<file path="src/hw/core_params.svh">
`ifndef CORE_PARAMS_SVH
`define CORE_PARAMS_SVH

// datapath widths.
`define DATA_WIDTH     32
`define ADDR_WIDTH     32
`define REG_ADDR_WIDTH 5
`define SHAMT_WIDTH    5

// queue depth and initial commit credits.
`define IQ_DEPTH       4
`define COMMIT_CREDITS 4

// multiplier pipeline with one slice per stage.
`define MUL_STAGES     5
`define MUL_SLICE      7

`endif

</file>
<file path="src/hw/isa_pkg.sv">
`include "core_params.svh"

package isa_pkg;

  typedef enum logic [6:0] {
    R         = 7'b0110011,
    IMMEDIATE = 7'b0010011,
    AUIPC     = 7'b0010111,
    LOAD      = 7'b0000011,
    STORE     = 7'b0100011,
    BRANCH    = 7'b1100011,
    JAL       = 7'b1101111
  } opcode_t;

  localparam logic [2:0] F3_ADD = 3'b000;
  localparam logic [2:0] F3_SLL = 3'b001;
  localparam logic [2:0] F3_XOR = 3'b100;
  localparam logic [2:0] F3_SRL = 3'b101;
  localparam logic [2:0] F3_OR  = 3'b110;
  localparam logic [2:0] F3_AND = 3'b111;
  localparam logic [2:0] F3_MUL = 3'b000;

  localparam logic [6:0] F7_SUB = 7'b0100000;
  localparam logic [6:0] F7_MUL = 7'b0000001;

  typedef struct packed {
    logic [6:0]                 funct7;
    logic [`REG_ADDR_WIDTH-1:0] rs2;
    logic [`REG_ADDR_WIDTH-1:0] rs1;
    logic [2:0]                 funct3;
    logic [`REG_ADDR_WIDTH-1:0] rd;
    opcode_t                    opcode;
  } r_fmt_t;

  typedef struct packed {
    logic [11:0]                imm;
    logic [`REG_ADDR_WIDTH-1:0] rs1;
    logic [2:0]                 funct3;
    logic [`REG_ADDR_WIDTH-1:0] rd;
    opcode_t                    opcode;
  } i_fmt_t;

  // one word, two views.
  typedef union packed {
    logic [31:0] raw;
    r_fmt_t      r;
    i_fmt_t      i;
  } instruction_t;

endpackage

</file>
<file path="src/hw/pipe_pkg.sv">
`include "core_params.svh"

package pipe_pkg;

  typedef struct packed {
    logic [`ADDR_WIDTH-1:0] pc;
    isa_pkg::instruction_t  instr;
  } fetch_t;

  typedef struct packed {
    logic [`REG_ADDR_WIDTH-1:0] rs1;
    logic [`REG_ADDR_WIDTH-1:0] rs2;
    logic                       rs1_needed;
    logic                       rs2_needed;
    logic                       is_mul;
    logic                       is_alu;
    logic                       reg_wr_en;
  } hazard_ctrl_t;

  typedef struct packed {
    logic                       valid;
    logic [`ADDR_WIDTH-1:0]     pc;
    isa_pkg::instruction_t      op;
    logic [`DATA_WIDTH-1:0]     rs1_val;
    logic [`DATA_WIDTH-1:0]     rs2_val;
    logic [`DATA_WIDTH-1:0]     imm;
    logic [`SHAMT_WIDTH-1:0]    shamt;
    logic [`REG_ADDR_WIDTH-1:0] rd;
    logic                       reg_wr_en;
  } alu_issue_t;

  typedef struct packed {
    logic                       valid;
    logic [`ADDR_WIDTH-1:0]     pc;
    logic [`REG_ADDR_WIDTH-1:0] rd;
    logic                       reg_wr_en;
    logic [`DATA_WIDTH-1:0]     multiplicand;
    logic [`DATA_WIDTH-1:0]     multiplier;
    logic [`DATA_WIDTH-1:0]     product;
  } mul_payload_t;

  typedef struct packed {
    logic                       valid;
    logic [`ADDR_WIDTH-1:0]     pc;
    logic [`REG_ADDR_WIDTH-1:0] rd;
    logic                       reg_wr_en;
    logic [`DATA_WIDTH-1:0]     value;
  } result_t;

  typedef struct packed {
    logic [`ADDR_WIDTH-1:0]     pc;
    logic [`REG_ADDR_WIDTH-1:0] rd;
    logic [`DATA_WIDTH-1:0]     value;
  } commit_t;

endpackage

</file>
<file path="src/hw/instr_queue.sv">
`timescale 1ns/1ps
`include "core_params.svh"

module instr_queue (
  input  logic                 clk_i,
  input  logic                 reset_i,
  input  logic                 push_i,
  input  var pipe_pkg::fetch_t push_data_i,
  input  logic                 pop_i,
  output logic                 head_valid_o,
  output var pipe_pkg::fetch_t head_o,
  output logic                 credit_o
);

  localparam int PTR_W = $clog2(`IQ_DEPTH);
  localparam int CNT_W = $clog2(`IQ_DEPTH + 1);

  pipe_pkg::fetch_t mem [`IQ_DEPTH];
  logic [PTR_W-1:0] wr_ptr;
  logic [PTR_W-1:0] rd_ptr;
  logic [CNT_W-1:0] count;
  logic             full;
  logic             do_pop;

  function automatic logic [PTR_W-1:0] next_ptr(input logic [PTR_W-1:0] ptr);
    return (ptr == PTR_W'(`IQ_DEPTH - 1)) ? '0 : ptr + 1'b1;
  endfunction

  assign full         = count == CNT_W'(`IQ_DEPTH);
  assign head_valid_o = count != '0;
  assign head_o       = mem[rd_ptr];
  assign do_pop       = pop_i && head_valid_o;

  always_ff @(posedge clk_i) begin
    if (push_i) begin
      mem[wr_ptr] <= push_data_i;
    end
  end

  always_ff @(posedge clk_i) begin
    if (reset_i) begin
      wr_ptr   <= '0;
      rd_ptr   <= '0;
      count    <= '0;
      credit_o <= 1'b0;
    end else begin
      if (push_i) begin
        wr_ptr <= next_ptr(wr_ptr);
      end
      if (do_pop) begin
        rd_ptr <= next_ptr(rd_ptr);
      end
      count    <= count + CNT_W'(push_i) - CNT_W'(do_pop);
      // one credit back per dequeued entry.
      credit_o <= do_pop;
    end
  end

  // a push into a full queue means the producer overspent its credits.
  a_no_overrun: assert property (@(posedge clk_i) disable iff (reset_i) push_i |-> !full)
    else $error("instr_queue: push while full");

endmodule

</file>
<file path="config.mk">
export PLATFORM = sky130hd
export DESIGN_NAME = instr_queue
export DESIGN_NICKNAME = d
export VERILOG_FILES = /design/src/hw/isa_pkg.sv /design/src/hw/pipe_pkg.sv /design/src/hw/instr_queue.sv
export VERILOG_INCLUDE_DIRS = /design/src /design/src/hw
export SDC_FILE = /design/constraint.sdc
export NUM_CORES = 1
export LEC_CHECK = 0
export BUFFER_PORTS_ARGS = -buffer_cell sky130_fd_sc_hd__buf_2
export CAP_MARGIN = 25
export CORE_MARGIN = 3
export CORE_UTILIZATION = 40
export DETAILED_ROUTE_END_ITERATION = 12
export PLACE_DENSITY = 0.69
export SLEW_MARGIN = 20
export SYNTH_ARGS = -nofsm -noshare
export SYNTH_HDL_FRONTEND = slang
export SYNTH_SLANG_ARGS = --single-unit
export TNS_END_PERCENT = 50
</file>
<file path="constraint.sdc">
create_clock -name clk_i -period 4.4 [get_ports clk_i]
set_input_delay 0.88 -clock clk_i [delete_from_list [all_inputs] [get_ports clk_i]]
set_output_delay 0.88 -clock clk_i [all_outputs]
set_load 0.02 [all_outputs]
</file>
=== Yosys cells after proc, flatten, opt, wreduce, memory -nomap -nowiden ===
Memory sizes are Yosys's and may differ from the RTL's. A register that Yosys moved wholly into a read port is not among the register bits.
Index checks and enable logic that the tools add are counted.
Widths: inputs -> output; s select.

* Flip-flop bits (word level): 8
* RAM bits: 256
* Input bits: 68
* Output and inout bits: 66
* Word-level logic and storage cells: 19
* Memories: 1

* $add $sub $neg: 4
* Equal/unequal tests: 2
* Multiplexer cells: 6
* Reductions and logical operators: 2

{| class="wikitable"
|+ Memory list
! memory !! words !! bits a word !! read ports !! clocked after Yosys merged registers in !! write ports !! line !! source
|-
| mem || 4 || 64 || 1 || 1 || 1 || instr_queue.sv:18 || <nowiki>pipe_pkg::fetch_t mem [`IQ_DEPTH];</nowiki>
|}

{| class="wikitable"
|+ Operator list
! operator !! number
|-
| $mux 2 || 4
|-
| $add 2x1->2 const B || 2
|-
| $eq 2x2->1 const B || 2
|-
| $add 3x1->3 || 1
|-
| $reduce_bool 3->1 || 1
|-
| $sub 3x1->3 || 1
|-
| $mux 1 || 2
|-
| $logic_and 1x1->1 || 1
|}

=== Depth between registers and ports, before layout ===
Gate-level depths: netlist of the first run.

* Depth after elaboration: 4
* Depth in mapped cells: 8
* Gate-level depth less buffers: 8

=== Worst setup path after synthesis of the first run ===
OpenSTA, ideal clock, no wires.

* Kind: in2reg
* Start point: input push_i
* End point: memory mem[0][0] (netlist name) (enable)
* Setup time: 0.429 ns
* Data arrival time: 2.387 ns
* Data required time: 3.971 ns
* Setup slack: 1.585 ns
* Stages on the path: 1
* Buffers on the path: 0
* Cell sequence: and2_1

* Longest elaborated chain between the ends: 2

{| class="wikitable"
|+ Ends and longest elaborated chain
! item !! line !! source
|-
| from (decl) || instr_queue.sv:7 || <nowiki>input logic push_i,</nowiki>
|-
| $mux 1 || instr_queue.sv:35 || <nowiki>if (push_i) begin</nowiki>
|-
| $mux 1 (implied by the code) || instr_queue.sv:36 || <nowiki>mem[wr_ptr] <= push_data_i;</nowiki>
|-
| to (decl) || instr_queue.sv:18 ||
|}

Every way passes these cells.

==> results by stage, run 1 <==
Outcome:
- The flow ran to the end, and the final reports show no timing, DRC or antenna violations.

CTS:
- Clock tree synthesis selected as its root buffer the cell clkbuf_16.
- The clock net in this run drives a total of 266 sinks.
- The clock-pin slew on the worst setup and hold paths is 60 ps.
- No sink is reached through more buffers than the 3 on the longest clock path.
- The post-CTS setup buffer count is 0.
- The number of hold buffers added after CTS is 0.
- Once the clock tree was built, the resizer swapped 0 gates to a different size.
- The clock tree from TritonCTS is done.
- The H-tree level count is 1.
- TritonCTS created 27 clock buffers.
- The clock latency reported for the late side of the worst-skew pair is 500 ps.

Synth:
- The mapped netlist covers 0.00980 mm2.
- The commonest cells after synthesis are edfxtp_1, mux4_2, dfxtp_1, ha_1.
- Yosys mapped a number of flops with a built-in enable equal to 256.
- The dominant cell by count in the synthesized netlist is edfxtp_1.
- The most instantiated flip-flop cell in the synthesis netlist is edfxtp_1.
- The proportion of synthesized flip-flops having asynchronous set or reset is 0%.
- For this run, the number of Yosys warnings is 0.
- The post-synthesis mux area share is 15.2%.
- Of the total synthesized cell area, the portion taken by full adders, half adders and majority gates is 1.10%.
- The post-synthesis xor/xnor area fraction is 0.230%.
- By area, the combinational part of the netlist is dominated by multiplexers.
- The synthesized design devotes to its leading area cell type 78.4% of total area.
- The net count after synthesis is 456.
- The number of distinct library cell variants in the gate-level netlist after synthesis is 24.
- The synthesized netlist cell count is 380.
- After Yosys synthesis, and, or, nand and nor cells account for 0.957% of the synthesized area.
- A synthesized cell averages 25.8 um2.
- The share of the Yosys chip area taken by registers is 80.5%.
- Yosys attributes the largest share of cell area to edfxtp_1, mux4_2, dfxtp_1.
- The dominant cell type by area after synthesis is edfxtp_1.
- The compound-cell area share of the yosys netlist is 0.140%.
- The flop and latch count out of synthesis is 266.

Detailed routing:
- The routed layout has 4279 vias.
- In this run, the number of DRC markers left after iteration 0 of detailed routing was 237.
- In the routed layout, each cell is associated on average with a via count of 4.94.
- After detailed routing, the average wire length per cell comes to 19.9 um.
- The number of iterations in the first detailed-routing pass is 4.
- The count of nets left with antenna violations once routing finished came out at 0.
- For this run, design rule violations remaining after detail routing come to 0.
- The final layout contains routed wiring with a total length of 17300 um.

Final layout:
- The area added between synthesis and finish is 18.4%.
- Summing all flip-flop and latch instances after layout gives 0.00790 mm2.
- In the final design database the tool counted 606 nets.
- The final non-filler cell area is 0.0116 mm2.
- The fill cell instance count of the final layout is 1935.
- The number of antenna repair diodes is 0.
- The finished layout holds 866 standard cells, fillers aside.
- The multi-input combinational cell area is 0.00174 mm2.
- In the final layout, the share of cells above drive strength 1 is 44.2%.

Global routing:
- Summed over all layers, the global routing overflow is 0.
- The initial antenna violation count is 0.
- The number of global-route vias before repair is 4892.
- Entering global routing, the biggest net connects 65 pins.
- The first global-routing pass estimated 27100 um of wire.
- The all-layer global routing usage is 13.3%.

Timing:
- The worst clock skew on the final layout is 8.72 ps.
- The count of final hold-check violations is 0.
- The final critical path takes up 75.6% of the cycle.
- The final period demand of the worst path is 3330 ps.
- Measured against its own limit, the worst slew margin works out to 32.6%.
- Setup repair after global routing left no endpoint under its margin.
- The highest clock rate is 301 MHz.
- The sum of negative setup slack is 0 ps.
- The worst path meets setup with 1070 ps of slack.
- Setup violations remaining at the end of the flow were counted as 0.
- The max-slew violation count was 0.
- The slew at the pin closest to its max-slew limit is 1010 ps.

Run:
- Across the run, the number of max-cap violations was 0.

Pwr:
- The switching share of power is 25.4%.
- The peak supply drop is 0.297 mV.
- Internal power comes to 0.00470 W.
- Per report_power, the clock group accounts for 33.7% of the total.
- The share of total power dissipated in combinational logic is 18.0%.
- The net switching power is 0.00160 W.
- In this run the power density over the cells is 543 mW/mm2.
- Sequential cells burn 48.3% of the power.
- In this run the static leakage power is 3.90 nW.

Setup path:
- STA classifies the critical path startpoint as a flip-flop.
- Of all nets on the critical path, the largest fanout is 33.
- Data arrives at the worst endpoint at 2450 ps.
- Data on the critical path is required at its endpoint by 3520 ps.
- The endpoint type of the worst setup path is an output port.
- By startpoint and endpoint, the worst setup path is classified as flip-flop to output port.

Place:
- The setup slack after placement is 1460 ps.
- The detailed placer's ending HPWL is 10000 um.
- At the end of routability-driven placement, the weighted congestion stood at 0.666.
- The port buffer count is 133.
- The placement-stage cell area is 0.0107 mm2.
- The cell count after placement is 818.

Hold path:
- The path class of the tightest hold or removal check is flip-flop to flip-flop.

Die:
- The floorplan row count is 56.
- The area of the core is 0.0238 mm2.
- The die width is 163 um.
- In this run the count of I/O pins placed on the die edge is 134.
- The die area is 0.0264 mm2.
- Once the floorplan was initialized, standard cells occupied 41.3% of the core.
- The vertical die dimension is 163 um.
[critical path, cell delays in order, from the launching register on]
cell	delay [ps]
dfxtp_4	790
buf_12	350
mux4_1	610
buf_2	180
[stage by stage]
step	power (W)	util, %	hold slack (ps)
2_1_floorplan	0.00395	-	468
3_3_place_gp	0.00423	45.2	469
3_5_place_dp	0.00427	45.2	488
4_1_cts	0.00640	48.7	498
5_1_grt	0.00660	48.9	523
6_report	0.00630	48.9	490
[logic make-up after synthesis]
family          after synthesis
mux                          67
fa+ha+maj                     8
flops                       266
buf+inv                      20
compound gates                2
simple gates                 16
xor+xnor                      1
[final timing paths]
| kind | start | end | slack, ps | depth (start not counted) |
|---|---|---|---|---|
| hold / removal | rd_ptr[1] | flip-flop | 490 | 2 |
| setup / recovery | flip-flop | head_o[60] | 1070 | 3 |
| hold reg to reg | rd_ptr[1] | flip-flop | 490 | 2 |
| setup reg to reg | count[1] | count[2] | 2370 | 8 |
[routing by layer]
metal	routed length [um]	track usage [%]	vias to the layer above
met5	0	0	-
met2	9120	24.3	110
li1	-	-	1922
met1	6900	16.2	2226
met3	1020	3.28	21
met4	216	2.58	0
[cells in the final DEF, fill, tap and decap left out]
cell type	n
ha_1	7
nor2_1	3
buf_16	1
xnor3_1	1
dfxtp_4	2
buf_2	133
nand2b_1	3
or3b_2	1
mux2i_1	2
nor3_1	1
edfxtp_1	256
fa_1	1
bufinv_16	2
inv_8	2
mux4_2	60
clkinv_1	1
clkbuf_1	7
a21oi_1	1
mux2_2	1
mux4_1	4
clkinv_2	6
clkinvlp_4	1
dfxtp_1	8
o31a_1	1
or3_1	1
inv_1	5
nor2b_1	3
buf_12	2
and2_4	4
clkbuf_16	27
[area by class of cell]
cell class	instances	share of cell area, %
clock buffers	34	6.05
well taps	319	3.44
flip-flops and latches	266	68.0
multi-input cells	94	15.0
clock inverters	12	1.07
inverters	5	0.162
repair buffers	136	6.32
[sequential cells by signal, summed over array words and instances, names as in the netlist, named ones only]
signal	cells
rd_ptr	2
credit_o	1
count	3
mem	256
wr_ptr	2
[power groups by stage]
stage                     combinational [W]  sequential [W]  clock, W
after floorplan                    0.000967         0.00299         0
after global placement              0.00113         0.00310         0
after detailed placement            0.00115         0.00312         0
after CTS                           0.00116         0.00306   0.00218
after global routing                0.00122         0.00308   0.00230
final                               0.00113         0.00305   0.00212
(Power assumes the default switching activity.)
==> run 2: changes to the inputs <==
- ABC_AREA: not set -> 1
- PLACE_DENSITY: 0.69 -> 0.71
- clock period: 4.4 -> 2.9 ns (I/O delays scaled with it)
==> results by stage, run 2 <==
Outcome:
- Run status: completed (unchanged).

Place:
- The setup slack after placement is 609 ps (was 1460 ps).
- The detailed placer's ending HPWL is 13100 um (was 10000 um).
- The routability congestion estimate from global placement is 0.733 (was 0.666).
- The port buffer count is 133 (unchanged).
- The placement-stage cell area is 0.0110 mm2 (was 0.0107 mm2).

Synth:
- The flop and latch count out of synthesis is 266 (unchanged).
- The count of synthesis-stage warnings from yosys is 0 (unchanged).
- The proportion of synthesized flip-flops having asynchronous set or reset is 0% (unchanged).
- The share of the synthesized area in the top cell type is 76.9% (was 78.4%).
- The synthesized netlist cell count is 683 (was 380).
- The cell area after technology mapping is 0.0100 mm2 (was 0.00980 mm2).
- The dominant cell type by area after synthesis is edfxtp_1 (unchanged).
- The synthesized area per cell was 14.6 um2 (was 25.8 um2).
- The most instantiated flip-flop cell in the synthesis netlist is edfxtp_1 (unchanged).
- Ranking of synthesized cells by area: edfxtp_1, nor2_1, o22ai_1 (was edfxtp_1, mux4_2, dfxtp_1).
- The number of distinct library cell variants in the gate-level netlist after synthesis was 21 (was 24).
- The dominant cell by count in the synthesized netlist is edfxtp_1 (unchanged).
- The number of enable flip-flop cells after synthesis was 256 (unchanged).
- Cell types with the highest counts after synthesis: edfxtp_1, nor2_1, o21ai_0, o22ai_1, o21ai_1 (was edfxtp_1, mux4_2, dfxtp_1, ha_1).
- The net count after synthesis was 759 (was 456).
- The fraction of the yosys area taken by sequential cells is 78.9% (was 80.5%).

Final layout:
- The fill cell instance count of the final layout is 2120 (was 1935).
- Most frequent cells in the layout: edfxtp_1, nor2_1, buf_2, o21ai_0, o22ai_1 (was edfxtp_1, buf_2, mux4_2, clkbuf_16, dfxtp_1).
- Leading registers by flop count: mem: 256 flops, count: 3 flops (unchanged).
- The leading cell type in the layout, fill and taps excluded is edfxtp_1 (unchanged).
- The area added between synthesis and finish is 18.5% (was 18.4%).
- The register ranked first by flip-flop count is mem (unchanged).
- The final cell utilization of the core is 48.4% (was 48.9%).
- The share of layout cells above drive strength 1 was 23.3% (was 44.2%).
- The final non-filler cell area came to 0.0118 mm2 (was 0.0116 mm2).
- The flip-flop count of the largest register, all copies and words added came to 256 (unchanged).
- The net count of the finished layout was 892 (was 606).

Hold path:
- The worst min-delay path category was input port to flip-flop (was flip-flop to flip-flop).
- The start point of the worst hold path is push_data_i[23] (was rd_ptr[1]).
- The worst hold path stage count is 1 (was 2).
- The worst-case hold path end point is mem[1][23].

Timing:
- The final setup slack of the worst path was 167 ps (was 1070 ps).
- The remaining max-slew budget at the tightest pin is 63.2% (was 32.6%).
- The slew at the pin closest to its max-slew limit is 551 ps (was 1010 ps).
- The sum of negative setup slack is 0 ps (unchanged).
- The highest clock rate is 366 MHz.
- The worst path uses 94.3% of the clock period.
- The count of final hold-check violations was 0 (unchanged).
- The final period demand of the worst path is 2730 ps.
- The max-slew violation count was 0 (unchanged).
- Setup repair after global routing missed its margin: no (unchanged).
- The worst clock skew on the final layout is 8.85 ps (was 8.72 ps).
- The total of endpoints with negative setup slack in the final report is 0 (unchanged).

Setup path:
- The number of cells traversed by the worst register-to-register path is 12 (was 8).
- The capture instance of the worst register-to-register path is count[2] (unchanged).
- The largest fanout on the critical path is 53 (was 33).
- The data arrival time of the critical path is 2150 ps (was 2450 ps).
- The category of the critical setup timing path was flip-flop to output port (unchanged).
- The required time reported for the critical path endpoint was 2320 ps (was 3520 ps).
- The register-to-register setup slack is 950 ps (was 2370 ps).
- The origin of the critical flop-to-flop path is count[1] (unchanged).
- The category of the worst setup path launch point is a flip-flop (unchanged).
- The endpoint type of the worst setup path is an output port (unchanged).

Global routing:
- The largest net degree at the start of global routing was 65 (unchanged).
- The met3 track demand over resource in global routing came to 4.82% (was 3.28%).
- The initial antenna violation count is 8 (was 0).
- The number of global-route vias before repair came to 5810 (was 4892).
- The total grt overflow is 0 (unchanged).
- The met1 layer usage reported by global route is 21.7% (was 16.2%).
- The wire length of the first global-routing pass is 32500 um (was 27100 um).
- The met2 track demand over resource is 24.1% (was 24.3%).
- The most congested layer reported by global routing was met2 (unchanged).
- The all-layer global routing usage came to 15.5% (was 13.3%).

CTS:
- The post-cts repair resize count is 0 (unchanged).
- The H-tree level count was 1 (unchanged).
- The number of hold buffers added after CTS came to 0 (unchanged).
- The clock tree from TritonCTS is done (unchanged).
- The clock-pin slew on the worst setup and hold paths came to 60 ps (about the same).
- The clock tree root buffer cell is clkbuf_16 (unchanged).
- The maximum clock insertion buffer count is 3 (unchanged).
- The post-CTS setup buffer count is 0 (unchanged).
- The CTS buffer count is 26 (was 27).
- The clock latency reported for the late side of the worst-skew pair came to 520 ps (was 500 ps).
- The total clock sinks was 266 (unchanged).

Die:
- The floorplan row count came to 57 (was 56).
- The die area is 0.0269 mm2 (was 0.0264 mm2).
- The die width was 164 um (was 163 um).
- The number of top-level pins is 134 (unchanged).
- The vertical die dimension is 164 um (was 163 um).
- The starting density of the core is 40.9% (was 41.3%).
- The area of the core is 0.0245 mm2 (was 0.0238 mm2).

Pwr:
- The leakage power summed over all cells is 4.18 nW (was 3.90 nW).
- The peak supply drop is 0.424 mV (was 0.297 mV).
- The power density over the cells is 909 mW/mm2 (was 543 mW/mm2).
- The overall power of the completed layout is 0.0108 W (was 0.00630 W).

Detailed routing:
- The post-route antenna net violation count was 0 (unchanged).
- The post-detailed-route via-to-cell ratio is 5.10 (was 4.94).
- The mean routed wirelength per cell is 18.3 um (was 19.9 um).
- The overall routed net length was 21300 um (was 17300 um).
- The number of iterations in the first detailed-routing pass was 5 (was 4).
- The via count of the routed design is 5931 (was 4279).
- The count of routing violations after the opening detailed-route iteration is 544 (was 237).
- The total DRC errors in the routed layout is 0 (unchanged).

Run:
- The number of max-capacitance violations reported came to 0 (unchanged).
run 2: cell families after synthesis:
family	count (synthesis)	synth area share (%)
compound gates	196	10.6
xor+xnor	1	0.0876
fa+ha+maj	8	1.08
buf+inv	60	3.58
flops	266	78.9
simple gates	152	5.76
run 2: worst max-delay path by stage:
| stage | from | end | slack, ps | depth (start not counted) |
|---|---|---|---|---|
| final | flip-flop | head_o[43] | 170 | 5 |
| after global routing | flip-flop | head_o[39] | 7 | 5 |
| after CTS | flip-flop | head_o[62] | 30 | 4 |
| after detailed placement | flip-flop | head_o[20] | 610 | 4 |
| after global placement | flip-flop | head_o[62] | 580 | 4 |
| after floorplan | push_i | mem[3][0] | 440 | 3 |
run 2: routing by layer:
| layer | share of wire (%) | wire [um] | vias to the layer above |
|---|---|---|---|
| li1 | - | - | 2817 |
| met5 | 0.35 | 75 | - |
| met2 | 45 | 9670 | 222 |
| met3 | 9.1 | 1940 | 39 |
| met4 | 1.7 | 357 | 12 |
| met1 | 43 | 9270 | 2841 |
run 2: worst max-delay path: stages (launching register included):
cell and delay [ps]:
dfxtp_4 430, inv_4 320, buf_12 280, nor2_1 70
o22ai_1 260, buf_2 220
run 2: through the flow:
step	hold slack, ps	cells
after CTS	261	1160
after global placement	535	1112
after detailed placement	552	1112
after global routing	265	1161
final	281	1162
after floorplan	483	683
run 2: power breakdown:
group / leakage (nW) / switching [W] / internal [W]
Combinational: 1.33 / 0.00205 / 0.000898
Clock: 0.417 / 0.00134 / 0.00196
Sequential: 2.43 / 0.0000882 / 0.00444
Total: 4.18 / 0.00348 / 0.00729
run 2: cell type report:
type,count,area (um2),area share (%)
flip-flops and latches,266,7890,66.6
multi-input cells,357,1750,14.8
repair buffers,147,857,7.24
clock buffers,35,736,6.21
well taps,324,405,3.42
clock inverters,13,120,1.01
inverters,18,75.1,0.634
diodes,2,5.00,0.0423
==> run 3: changes to the inputs <==
- SETUP_SLACK_MARGIN: not set -> 0.5
==> results by stage, run 3 (synthesis results as in run 2) <==
Outcome:
- Run status: completed (unchanged).

Timing:
- The count of final hold-check violations was 0 (unchanged).
- The remaining max-slew budget at the tightest pin is 34.7% (was 63.2%).
- The share of the clock period used by the worst path after layout was 81.9% (was 94.3%).
- The total of endpoints with negative setup slack in the final report is 0 (unchanged).
- The slew at the pin closest to its max-slew limit is 980 ps (was 551 ps).
- The max-slew violation count is 0 (unchanged).
- Setup repair after global routing missed its margin: yes (was no).
- The worst clock skew on the final layout came to 8.16 ps (was 8.85 ps).
- The sum of negative setup slack came to 0 ps (unchanged).
- The final period demand of the worst path is 2380 ps (was 2730 ps).
- The highest clock rate came to 421 MHz (was 366 MHz).

Die:
- The floorplan row count was 57 (unchanged).
- The area of the core is 0.0245 mm2 (unchanged).
- The die width was 164 um (unchanged).
- The starting density of the core is 40.9% (unchanged).
- The vertical die dimension is 164 um (unchanged).
- The number of top-level pins is 134 (unchanged).
- The die area was 0.0269 mm2 (unchanged).

Final layout:
- The leading cell type in the layout, fill and taps excluded is edfxtp_1 (unchanged).
- Leading registers by flop count: mem: 256 flops, count: 3 flops (unchanged).
- The flip-flop count of the largest register, all copies and words added came to 256 (unchanged).
- The net count of the finished layout is 908 (was 892).
- The final non-filler cell area is 0.0123 mm2 (was 0.0118 mm2).
- The area added between synthesis and finish is 23.2% (was 18.5%).
- The register ranked first by flip-flop count is mem (unchanged).
- The fill cell instance count of the final layout was 2031 (was 2120).
- Most frequent cells in the layout: edfxtp_1, nor2_1, buf_2, o21ai_0, o22ai_1 (unchanged).
- The final cell utilization of the core is 50.3% (was 48.4%).
- The share of layout cells above drive strength 1 is 25.5% (was 23.3%).

Place:
- The routability congestion estimate from global placement came to 0.710 (was 0.733).
- The port buffer count is 133 (unchanged).
- The detailed placer's ending HPWL is 11500 um (was 13100 um).
- The placement-stage cell area is 0.0110 mm2 (about the same).

Pwr:
- The net switching power is 0.00372 W (was 0.00348 W).
- The peak supply drop came to 0.595 mV (was 0.424 mV).
- The leakage power summed over all cells was 4.38 nW (was 4.18 nW).
- The power density over the cells came to 931 mW/mm2 (was 909 mW/mm2).
- The share of total power in the clock network was 29.1% (was 30.6%).
- The combinational share of power is 31.5% (was 27.3%).
- The proportion of power drawn by flip-flops and latches is 39.4% (was 42.0%).
- The switching share of power came to 32.4% (was 32.3%).
- The internal power of the cells is 0.00774 W (was 0.00729 W).

Global routing:
- The wire length of the first global-routing pass is 34200 um (was 32500 um).
- The number of global-route vias before repair is 6064 (was 5810).
- The all-layer global routing usage is 16.6% (was 15.5%).
- The initial antenna violation count was 4 (was 8).
- The total grt overflow is 0 (unchanged).
- The largest net degree at the start of global routing is 65 (unchanged).

Run:
- The number of max-capacitance violations reported came to 0 (unchanged).

Detailed routing:
- The post-route antenna net violation count came to 0 (unchanged).
- The mean routed wirelength per cell was 19.9 um (was 18.3 um).
- The via count of the routed design was 6167 (was 5931).
- The post-detailed-route via-to-cell ratio was 5.25 (was 5.10).
- The number of iterations in the first detailed-routing pass is 5 (unchanged).
- The overall routed net length is 23300 um (was 21300 um).
- The count of routing violations after the opening detailed-route iteration is 551 (was 544).
- The total DRC errors in the routed layout is 0 (unchanged).

Setup path:
- The category of the critical setup timing path is flip-flop to output port (unchanged).
- The required time reported for the critical path endpoint is 2320 ps (about the same).
- The endpoint type of the worst setup path is an output port (unchanged).
- The largest fanout on the critical path is 14 (was 53).
- The category of the worst setup path launch point is a flip-flop (unchanged).
- The data arrival time of the critical path came to 1800 ps (was 2150 ps).

CTS:
- The total clock sinks is 266 (unchanged).
- The H-tree level count is 1 (unchanged).
- The clock-pin slew on the worst setup and hold paths is 60 ps (about the same).
- The CTS buffer count is 26 (unchanged).
- The clock latency reported for the late side of the worst-skew pair came to 520 ps (about the same).
- The number of hold buffers added after CTS is 0 (unchanged).
- The clock tree from TritonCTS is done (unchanged).
- The clock tree root buffer cell is clkbuf_16 (unchanged).
- The maximum clock insertion buffer count was 3 (unchanged).

Hold path:
- The worst min-delay path category is input port to flip-flop (unchanged).
[run 3: per-stage QoR]
stage	instances	total power [W]	setup slack, ps	hold slack, ps
after global routing	1175	0.0120	432	255
after CTS	1171	0.0114	468	249
final	1175	0.0115	523	269
after global placement	1114	0.00753	805	507
after floorplan	683	0.00662	456	483
after detailed placement	1114	0.00758	784	521
[run 3: path summary, 6_finish.rpt]
path,start,to,slack [ps],cells past startpoint
worst min register to register,rd_ptr[1],flip-flop,530,2
worst max-delay path,flip-flop,head_o[32],520,5
worst max register to register,count[1],count[2],860,11
worst min-delay path,push_data_i[48],mem[1][48],270,1
[run 3: power by group through the flow]
| stage | Combinational [W] | Sequential [W] | Clock, W |
|---|---|---|---|
| after floorplan | 0.00204 | 0.00457 | 0 |
| after global placement | 0.00293 | 0.00460 | 0 |
| after detailed placement | 0.00298 | 0.00460 | 0 |
| after CTS | 0.00347 | 0.00452 | 0.00339 |
| after global routing | 0.00392 | 0.00453 | 0.00357 |
| final | 0.00361 | 0.00452 | 0.00333 |
[run 3: area by class of cell]
type / instances / area [um2] / share of cell area [%]
flip-flops and latches: 266 / 7900 / 64.1
repair inverters: 2 / 17.5 / 0.142
clock buffers: 36 / 759 / 6.17
multi-input cells: 357 / 1800 / 14.6
clock inverters: 10 / 98.8 / 0.803
inverters: 18 / 98.8 / 0.803
diodes: 1 / 2.50 / 0.0203
repair buffers: 161 / 1240 / 10.1
well taps: 324 / 405 / 3.29
[run 3: routing by layer]
layer | wire length [um] | vias up | global-route usage [%]
met1 | 10100 | 3046 | 22.8
met4 | 459 | 6 | 4.46
met5 | 42 | - | 0
met3 | 1720 | 44 | 3.66
met2 | 11000 | 214 | 26.9
li1 | - | 2857 | -
[run 3: worst max-delay path, stage by stage, from the launching register on]
cell,delay [ps]
dfxtp_4,380
buf_12,150
clkbuf_16,200
o21ai_0,110
o22ai_1,200
buf_2,220
[run 3: repair_timing]
action,in CTS,in global routing
endpoints found under the hold margin,0,0
pin swaps,1,2
gates cloned,7,3
buffers inserted,4,0
gates resized for setup,33,19
setup endpoints to repair,60,62
